## src/stepctl_params.svh

```systemverilog
`ifndef STEPCTL_PARAMS_SVH
`define STEPCTL_PARAMS_SVH

// Command header codes, top byte of a header word
`define CMD_COORDINATED_STEP 8'h01
`define CMD_MOTOR_ENABLE     8'h0a
`define CMD_CLK_DIVISOR      8'h0e
`define CMD_API_VERSION      8'hfe

// Reported by the API version command
`define VERSION_MAJOR 8'd0
`define VERSION_MINOR 8'd1
`define VERSION_PATCH 8'd0

`define MOVE_QUEUE_DEPTH 4 // Power of two
`define MOVE_QUEUE_BITS  2 // log2 of depth

// One step per 2^32 of accumulated phase, increments are 32.32
`define STEP_THRESHOLD 64'sh0000_0001_0000_0000

`define CLK_DIV_RESET 8'd40 // Tick every 41 cycles out of reset

`endif
```

## src/stepctl_pkg.sv

```systemverilog
package stepctl_pkg;

  typedef logic [63:0]        word_t;    // One SPI word
  typedef logic [7:0]         header_t;  // Command byte
  typedef logic signed [63:0] accum_t;   // Phase, increment, position
  typedef logic [7:0]         clk_div_t; // Tick divisor

  // One queued move, 193 bits
  typedef struct packed {
    logic   dir;
    word_t  duration;  // Ticks
    accum_t increment;
    accum_t accel;     // Added to increment each tick
  } move_t;

  typedef struct packed {
    logic     enable;
    clk_div_t clk_div;
  } motor_cfg_t;

  // Position within a multi-word message
  typedef enum logic [1:0] {
    MSG_HEADER,
    MSG_DURATION,
    MSG_INCREMENT,
    MSG_ACCEL
  } msg_state_t;

  typedef enum logic {
    DDA_IDLE,
    DDA_RUN
  } dda_state_t;

endpackage

```

## src/stepctl_top.sv

```systemverilog
`timescale 1ns/1ps

module stepctl_top (
  input  logic CLK,
  input  logic reset,
  input  logic sck,
  input  logic cs,
  input  logic copi,
  input  logic enc_a,
  input  logic enc_b,
  output logic cipo,
  output logic step,
  output logic dir,
  output logic motor_enable,
  output logic buffer_dtr,
  output logic move_done,
  output logic enc_fault
);
  import stepctl_pkg::*;

  word_t      rx_word;
  word_t      tx_word;
  logic       word_strobe;
  accum_t     enc_count;
  motor_cfg_t cfg;
  logic       push;
  move_t      push_move;
  move_t      head_move;
  logic       queue_empty;
  logic       pop;

  assign motor_enable = cfg.enable;

  spi_word_rx spi0 (
    .CLK(CLK), .reset(reset), .sck(sck), .cs(cs), .copi(copi), .cipo(cipo),
    .tx_word(tx_word), .rx_word(rx_word), .word_strobe(word_strobe)
  );

  cmd_regs regs0 (
    .CLK(CLK), .reset(reset), .word_strobe(word_strobe), .rx_word(rx_word),
    .enc_count(enc_count), .buffer_dtr(buffer_dtr), .tx_word(tx_word),
    .cfg(cfg), .push(push), .push_move(push_move)
  );

  move_queue queue0 (
    .CLK(CLK), .reset(reset), .push(push), .push_move(push_move), .pop(pop),
    .head_move(head_move), .queue_empty(queue_empty), .buffer_dtr(buffer_dtr)
  );

  dda_step_gen dda0 (
    .CLK(CLK), .reset(reset), .cfg(cfg), .head_move(head_move),
    .queue_empty(queue_empty), .pop(pop), .step(step), .dir(dir),
    .move_done(move_done)
  );

  quad_enc enc0 (
    .CLK(CLK), .reset(reset), .a(enc_a), .b(enc_b),
    .count(enc_count), .fault(enc_fault)
  );

endmodule

```

## src/quad_enc.sv

```systemverilog
`timescale 1ns/1ps

module quad_enc (
  input  logic                CLK,
  input  logic                reset,
  input  logic                a,
  input  logic                b,
  output stepctl_pkg::accum_t count,
  output logic                fault
);
  import stepctl_pkg::*;

  logic [1:0] a_sync;
  logic [1:0] b_sync;
  logic [1:0] cur;   // {a, b} after sync
  logic [1:0] prev;

  assign cur = {a_sync[1], b_sync[1]};

  always_ff @(posedge CLK) begin
    a_sync <= {a_sync[0], a};
    b_sync <= {b_sync[0], b};
  end

  always_ff @(posedge CLK) begin
    if (reset) begin
      prev  <= cur;                  // No count from the idle level
      count <= '0;
      fault <= 1'b0;
    end else begin
      prev <= cur;
      case ({prev, cur})
        // Forward 00 01 11 10
        4'b0001, 4'b0111, 4'b1110, 4'b1000: count <= count + 64'sd1;
        // Reverse
        4'b0010, 4'b1011, 4'b1101, 4'b0100: count <= count - 64'sd1;
        // Both bits moved, position lost
        4'b0011, 4'b1100, 4'b0110, 4'b1001: fault <= 1'b1;
        default: ;                   // No change
      endcase
    end
  end

endmodule

```

## src/dda_step_gen.sv

```systemverilog
`timescale 1ns/1ps
`include "stepctl_params.svh"

module dda_step_gen (
  input  logic                    CLK,
  input  logic                    reset,
  input  stepctl_pkg::motor_cfg_t cfg,
  input  stepctl_pkg::move_t      head_move,
  input  logic                    queue_empty,
  output logic                    pop,
  output logic                    step,
  output logic                    dir,
  output logic                    move_done
);
  import stepctl_pkg::*;

  dda_state_t state;
  clk_div_t   div_cnt;   // Cycles to next tick
  word_t      remaining; // Ticks left in move
  accum_t     incr;
  accum_t     accel;
  accum_t     accum;     // Phase, kept across moves
  accum_t     tick_sum;
  logic       tick;

  // Take the head as soon as idle and enabled
  assign pop      = (state == DDA_IDLE) && !queue_empty && cfg.enable;
  assign tick     = (state == DDA_RUN) && cfg.enable && (div_cnt == '0);
  assign tick_sum = accum + incr;

  always_ff @(posedge CLK) begin
    if (reset) begin
      state     <= DDA_IDLE;
      accum     <= '0;
      step      <= 1'b0;
      move_done <= 1'b0;
      dir       <= 1'b0;
    end else begin
      step      <= 1'b0;
      move_done <= 1'b0;
      case (state)
        DDA_IDLE:
          if (pop) begin
            dir <= head_move.dir;
            if (head_move.duration == '0)
              move_done <= 1'b1;     // Empty move done at load
            else
              state <= DDA_RUN;
          end
        DDA_RUN:
          if (tick) begin
            if (tick_sum >= `STEP_THRESHOLD) begin
              accum <= tick_sum - `STEP_THRESHOLD;
              step  <= 1'b1;
            end else begin
              accum <= tick_sum;
            end
            if (remaining == 64'd1) begin
              move_done <= 1'b1;     // Same cycle as the last step
              state     <= DDA_IDLE;
            end
          end
        default: state <= DDA_IDLE;
      endcase
    end
  end

  // Move parameters and tick divider
  always_ff @(posedge CLK) begin
    if (pop) begin
      remaining <= head_move.duration;
      incr      <= head_move.increment;
      accel     <= head_move.accel;
      div_cnt   <= cfg.clk_div;
    end else if (state == DDA_RUN && cfg.enable) begin
      if (tick) begin
        div_cnt   <= cfg.clk_div;    // Period clk_div+1
        remaining <= remaining - 64'd1;
        incr      <= incr + accel;   // After the add to accum
      end else begin
        div_cnt <= div_cnt - 1'b1;
      end
    end
  end

endmodule

```

## src/move_queue.sv

```systemverilog
`timescale 1ns/1ps
`include "stepctl_params.svh"

module move_queue (
  input  logic               CLK,
  input  logic               reset,
  input  logic               push,
  input  stepctl_pkg::move_t push_move,
  input  logic               pop,
  output stepctl_pkg::move_t head_move,
  output logic               queue_empty,
  output logic               buffer_dtr
);
  import stepctl_pkg::*;

  move_t                      slots [`MOVE_QUEUE_DEPTH];
  logic [`MOVE_QUEUE_BITS:0]  wr_ptr;  // Extra bit tells full from empty
  logic [`MOVE_QUEUE_BITS:0]  rd_ptr;
  logic                       full;

  assign queue_empty = (wr_ptr == rd_ptr);
  assign full = (wr_ptr[`MOVE_QUEUE_BITS] != rd_ptr[`MOVE_QUEUE_BITS]) &&
                (wr_ptr[`MOVE_QUEUE_BITS-1:0] == rd_ptr[`MOVE_QUEUE_BITS-1:0]);
  assign buffer_dtr = ~full;
  assign head_move  = slots[rd_ptr[`MOVE_QUEUE_BITS-1:0]];

  always_ff @(posedge CLK) begin
    if (reset) begin
      wr_ptr <= '0;
      rd_ptr <= '0;
    end else begin
      if (push && !full)
        wr_ptr <= wr_ptr + 1'b1;  // Push while full dropped here
      if (pop && !queue_empty)
        rd_ptr <= rd_ptr + 1'b1;
    end
  end

  always_ff @(posedge CLK) begin
    if (push && !full)
      slots[wr_ptr[`MOVE_QUEUE_BITS-1:0]] <= push_move;
  end

endmodule

```

## src/cmd_regs.sv

```systemverilog
`timescale 1ns/1ps
`include "stepctl_params.svh"

module cmd_regs (
  input  logic                    CLK,
  input  logic                    reset,
  input  logic                    word_strobe,
  input  stepctl_pkg::word_t      rx_word,
  input  stepctl_pkg::accum_t     enc_count,
  input  logic                    buffer_dtr,
  output stepctl_pkg::word_t      tx_word,
  output stepctl_pkg::motor_cfg_t cfg,
  output logic                    push,
  output stepctl_pkg::move_t      push_move
);
  import stepctl_pkg::*;

  msg_state_t state;
  header_t    header;
  accum_t     enc_snap;  // Position at move header

  assign header = rx_word[63:56];

  always_ff @(posedge CLK) begin
    if (reset) begin
      state   <= MSG_HEADER;
      cfg     <= '{enable: 1'b0, clk_div: `CLK_DIV_RESET};
      tx_word <= '0;
      push    <= 1'b0;
    end else begin
      push <= 1'b0;
      if (word_strobe) begin
        case (state)
          MSG_HEADER: begin
            tx_word <= '0;            // Reply cleared unless set below
            case (header)
              `CMD_MOTOR_ENABLE: cfg.enable  <= rx_word[0];
              `CMD_CLK_DIVISOR:  cfg.clk_div <= rx_word[7:0];
              `CMD_API_VERSION:
                tx_word <= {40'd0, `VERSION_MAJOR, `VERSION_MINOR, `VERSION_PATCH};
              `CMD_COORDINATED_STEP: state <= MSG_DURATION;
              default: ;              // Unknown header
            endcase
          end
          MSG_DURATION:  state <= MSG_INCREMENT;
          MSG_INCREMENT: begin
            tx_word <= word_t'(enc_snap); // Goes out on the accel frame
            state   <= MSG_ACCEL;
          end
          MSG_ACCEL: begin
            push  <= buffer_dtr;      // Move lost if queue full
            state <= MSG_HEADER;
          end
          default: state <= MSG_HEADER;
        endcase
      end
    end
  end

  // Move record assembly
  always_ff @(posedge CLK) begin
    if (word_strobe) begin
      case (state)
        MSG_HEADER:
          if (header == `CMD_COORDINATED_STEP) begin
            push_move.dir <= rx_word[0];
            enc_snap      <= enc_count;
          end
        MSG_DURATION:  push_move.duration  <= rx_word;
        MSG_INCREMENT: push_move.increment <= accum_t'(rx_word);
        MSG_ACCEL:     push_move.accel     <= accum_t'(rx_word);
        default: ;
      endcase
    end
  end

endmodule

```

## src/spi_word_rx.sv

```systemverilog
`timescale 1ns/1ps

module spi_word_rx (
  input  logic               CLK,
  input  logic               reset,
  input  logic               sck,
  input  logic               cs,
  input  logic               copi,
  output logic               cipo,
  input  stepctl_pkg::word_t tx_word,
  output stepctl_pkg::word_t rx_word,
  output logic               word_strobe
);
  import stepctl_pkg::*;

  logic [1:0] sck_sync;  // Two-flop synchronizers
  logic [1:0] cs_sync;
  logic [1:0] copi_sync;
  logic       sck_prev;
  logic       cs_prev;
  logic       sck_rise;
  logic       sck_fall;
  logic       cs_rise;
  logic       cs_fall;
  logic [5:0] bit_cnt;   // Wraps after 64 rises
  logic       got_all;   // Last rise was rise number 64
  word_t      rx_shift;
  word_t      tx_shift;

  // Edges only count while selected
  assign sck_rise = sck_sync[1] & ~sck_prev & ~cs_sync[1];
  assign sck_fall = ~sck_sync[1] & sck_prev & ~cs_sync[1];
  assign cs_fall  = ~cs_sync[1] & cs_prev;
  assign cs_rise  = cs_sync[1] & ~cs_prev;
  assign cipo     = tx_shift[63]; // MSB first

  always_ff @(posedge CLK) begin
    if (reset) begin
      sck_sync    <= 2'b00;
      cs_sync     <= 2'b11;      // Deselected
      sck_prev    <= 1'b0;
      cs_prev     <= 1'b1;
      bit_cnt     <= '0;
      got_all     <= 1'b0;
      tx_shift    <= '0;
      word_strobe <= 1'b0;
    end else begin
      sck_sync    <= {sck_sync[0], sck};
      cs_sync     <= {cs_sync[0], cs};
      sck_prev    <= sck_sync[1];
      cs_prev     <= cs_sync[1];
      word_strobe <= 1'b0;
      if (cs_fall) begin
        // Start of frame, load reply
        bit_cnt  <= '0;
        got_all  <= 1'b0;
        tx_shift <= tx_word;
      end else if (cs_rise) begin
        word_strobe <= got_all;   // Short or long frames dropped
      end else begin
        if (sck_rise) begin
          bit_cnt <= bit_cnt + 6'd1;
          got_all <= (bit_cnt == 6'd63);
        end
        if (sck_fall)
          tx_shift <= {tx_shift[62:0], 1'b0}; // Next bit out
      end
    end
  end

  // Received data path
  always_ff @(posedge CLK) begin
    copi_sync <= {copi_sync[0], copi};
    if (sck_rise && !cs_fall)
      rx_shift <= {rx_shift[62:0], copi_sync[1]};
    if (cs_rise && got_all)
      rx_word <= rx_shift;        // Held until next complete frame
  end

endmodule

```

## config.mk

```make
export PLATFORM = sky130hd
export DESIGN_NAME = stepctl_top
export DESIGN_NICKNAME = d
export VERILOG_FILES = /design/src/stepctl_pkg.sv /design/src/stepctl_top.sv /design/src/quad_enc.sv /design/src/dda_step_gen.sv /design/src/move_queue.sv /design/src/cmd_regs.sv /design/src/spi_word_rx.sv
export VERILOG_INCLUDE_DIRS = /design/src /design/src/src
export SDC_FILE = /design/constraint.sdc
export NUM_CORES = 2
export LEC_CHECK = 0
export BUFFER_PORTS_ARGS = -buffer_cell sky130_fd_sc_hd__buf_2
export CAP_MARGIN = 20
export CORE_MARGIN = 1
export CORE_UTILIZATION = 62
export CTS_CLUSTER_SIZE = 40
export DETAILED_ROUTE_END_ITERATION = 7
export PLACE_DENSITY = 0.85
export SLEW_MARGIN = 0
export SYNTH_ARGS = -nofsm -noshare
export SYNTH_HDL_FRONTEND = slang
export SYNTH_SLANG_ARGS = --single-unit
```

## constraint.sdc

```tcl
create_clock -name CLK -period 7.5 [get_ports CLK]
set_input_delay 1.5 -clock CLK [delete_from_list [all_inputs] [get_ports CLK]]
set_output_delay 1.5 -clock CLK [all_outputs]
set_load 0.05 [all_outputs]
```

==> results.txt <==
run status = completed
Critical Path RT = 8.16 ns
clk_skew = 0.0676 ns
maximum vdd drop = 0.252 mV
DP Worst Slack = 1.15 ns
fmax = 156 MHz
Post-synth EDFFs = 1,357
dpl hpwl = 115 mm
power density over cell area = 240 mW/mm^2
height of the chip = 342 um
clock-pin slew on the worst setup and hold paths = 0.06 ns
drt total wl = 200 mm
Total GRT Usage = 34.0%
cells after synthesis = 5,226
sequential element share of the synthesized area = 65.3%
switching share of power = 22.5%
final hold slack = 0.342 ns
Final WS setup = 1.10 ns
Min Clock Period, post-route = 6.40 ns
Synth cell types = 99
IO buf count = 13
CTS Root Cell = clkbuf_16
first-pass GRT wire length = 298 mm
Slew @ Worst Pin = 1.21 ns
Final Setup Violations = 0
synthesized area = 0.0717 mm^2
TritonCTS clock tree = done
largest net degree at the start of global routing = 138
setup_tns = 0 ns
multi-input logic area = 0.0238 mm^2
worst-path fanout max = 35
MaxCap Viol Count = 0
die width = 342 um
Lkg Pwr = 0.0261 uW
fill count = 6,998
Clock Sink Count = 1,660
CTS-repair resized insts = 0
clock network fraction of total power = 43.5%
WP buf/inv = 0
Synth Register Bits = 1,660
slowest stage cell, crit path = a31oi_4
Min-Delay Path Class = flip-flop to flip-flop
adder-cell share of the synthesized area = 3.62%
startpoint types = flip-flop
Initial Util = 62.7%
postcts setup bufs = 0
routability cong. = 0.976
Die ar. = 0.117 mm^2
placed instance area = 0.0733 mm^2
Fin. Hold Viols = 0
Compound-Gate Fraction of Synth Area = 10.7%
Int Power = 14,600 uW
Simple-Gate Fraction of Synth Area = 8.75%
htree depth = 4
drt pass-1 iters = 8
Synth-to-Final Area Change = 9.43%
Hold Buf Count CTS = 0
Flop pwr share = 53.0%
I/O pin cnt = 14
fraction of synthesized area in multiplexers = 7.21%
detailed-route via count = 48,486
Psw = 4220 uW
predominant post-synthesis flop cell = edfxtp_1
DR iter-0 viols = 7,473
layout cell share with drive strength beyond 1 = 10.5%
CP top delay family = compound AO/OA/AOI/OAI gates
Worst EP arrival = 7.07 ns
antenna violations before repair = 6
Setup CP Type = flip-flop to flip-flop
Slew Viols, Final = 0
worst stage delay on the critical path = 0.95 ns
RSZ-0062 raised after global routing = false
register area = 0.0468 mm^2
Worst setup EP type = flip-flop
largest family of logic cells by synthesized area = compound AO/OA/AOI/OAI gates
XOR/XNOR Fraction of Synth Area = 2.81%
Row Count = 124
Routed Antenna Nets = 0
vias in the first global route = 46,538
total CTS buffers = 158
Post-synth ARST share = 0%
WL/cell = 29.2 um
DR DRC count = 0
DR vias/cell = 7.07
Overflow after GRT = 0
Slew headroom = 19.0%
Logic pwr share = 3.5%
Mean Syn Cell Area = 13.7 um^2
Worst-Skew Late Latency = 0.81 ns
syn nets = 5,439
cells along the critical path = ha_1 -> fa_1 -> a211oi_2 -> nor4_1 -> o211ai_1 -> nand3_1 -> a21o_1 -> a21oi_1 -> xnor2_1 -> ha_1 -> nand3_1 -> nor3_1 -> nand3_1 -> nor4_1 -> nand4_1 -> nor4_1 -> a41oi_1 -> a31oi_4 -> a41oi_1 -> a311oi_1
fin nets = 5,420
Yosys warnings = 0
post-route cell area = 0.0785 mm^2
deepest clock path buffer count = 3
core area = 0.115 mm^2
final period utilization = 85.4%
## power by group through the flow
stage | Combinational (uW) | Sequential (uW) | Clock (uW)
after floorplan | 490 | 10100 | 0
after global placement | 590 | 10200 | 0
after detailed placement | 615 | 10200 | 0
after CTS | 648 | 9970 | 8180
after global routing | 720 | 9970 | 8520
final | 666 | 9970 | 8170
## state kept, by name (all words and copies together), names as in the netlist, 3 cells and up, named ones only
name	cells
dda0.incr	64
queue0.wr_ptr	3
regs0.enc_snap	64
dda0.accel	64
enc0.count	64
regs0.cfg	9
queue0.slots	772
regs0.push_move	193
spi0.rx_word	64
regs0.tx_word	64
dda0.div_cnt	8
spi0.rx_shift	64
queue0.rd_ptr	3
spi0.bit_cnt	6
dda0.remaining	64
spi0.tx_shift	64
dda0.accum	64
## area by class of cell
| type | count | area share [%] |
|---|---|---|
| Timing Repair Buffer | 57 | 0.582 |
| Tap cell | 1512 | 2.41 |
| Antenna cell | 1 | 0.00319 |
| Clock inverter | 92 | 1.21 |
| Multi-Input combinational cell | 3252 | 30.3 |
| Clock buffer | 202 | 5.44 |
| Inverter | 78 | 0.386 |
| Sequential cell | 1660 | 59.6 |
## cells in the final DEF, fill, tap and decap left out, drive strengths merged, types with 11 or more instances in the layout
master,Yosys,final
xnor2,145,145
o211ai,25,25
xor2,85,85
o21a,29,29
or3,25,25
nor4b,11,11
clkinv,0,67
buf,44,55
a31oi,49,49
a21boi,11,11
edfxtp,1357,1357
ha,203,203
nor2b,17,17
nand2,425,425
or4,14,14
nor2,447,447
and3,40,40
and2,20,20
a211oi,104,104
mux2i,80,80
and4,21,21
mux4,193,193
nor3,102,102
nand4,64,64
dfxtp,303,303
a21o,130,130
or2,16,16
nand3,73,73
nand2b,14,14
a21oi,361,361
clkbuf,192,203
o21ai,234,234
o31ai,14,14
a22oi,65,65
inv,78,86
nor4,49,49
a31o,14,14
o21bai,39,39
## metrics by stage
step | total power (uW) | instances | util [%]
6_report | 18800 | 6854 | 68.6
4_1_cts | 18800 | 6852 | 68.6
5_1_grt | 19200 | 6853 | 68.6
2_1_floorplan | 10600 | 5226 | -
3_5_place_dp | 10800 | 6558 | 64.0
3_3_place_gp | 10700 | 6557 | 64.0
## logic make-up after synthesis
group | after synthesis
simple gates | 1356
compound gates | 1185
mux | 275
fa+ha+maj | 206
flops | 1660
xor+xnor | 230
buf+inv | 314
## cell usage after synthesis (20+ instances only)
library cell,number,area (um^2)
and2_1,20,125
nor3_1,100,500
and3_1,39,244
mux4_2,193,4350
clkbuf_1,192,721
o211ai_1,24,180
buf_1,32,120
o21ai_0,209,1050
ha_1,203,2540
o21ai_1,25,125
mux2i_1,80,801
a21o_1,130,976
xor2_1,85,744
nand2_1,424,1590
or3_1,25,156
a31oi_1,48,300
inv_1,78,293
nor4_1,48,300
edfxtp_1,1357,40700
xnor2_1,145,1270
a22oi_1,65,488
o21bai_1,39,293
nand4_1,63,394
a21oi_1,358,1790
dfxtp_1,303,6070
nor2_1,446,1670
o21a_1,29,218
a211oi_1,101,758
nand3_1,72,360
and4_1,20,175
## layer usage
layer  share of wire (%)  wire (um)  GRT usage [%]
met5               0.014         27              0
met4                 5.0      10000           13.8
met3                  12      23500           7.35
met2                  46      92800           53.7
met1                  37      73700           46.3
## worst paths after layout
check | startpoint | end | slack, ns | cells after the start
hold reg to reg | spi0.copi_sync[0]$_DFF_P_ | spi0.copi_sync[1]$_DFF_P_ | 0.34 | 0
setup / recovery | dda0.incr[0]$_DFFE_PP_ | dda0.accum[47]$_SDFFE_PP0P_ | 1.10 | 20
setup reg to reg | dda0.incr[0]$_DFFE_PP_ | dda0.accum[47]$_SDFFE_PP0P_ | 1.10 | 20
hold / removal | spi0.copi_sync[0]$_DFF_P_ | spi0.copi_sync[1]$_DFF_P_ | 0.34 | 0
(Power assumes the default switching activity.)
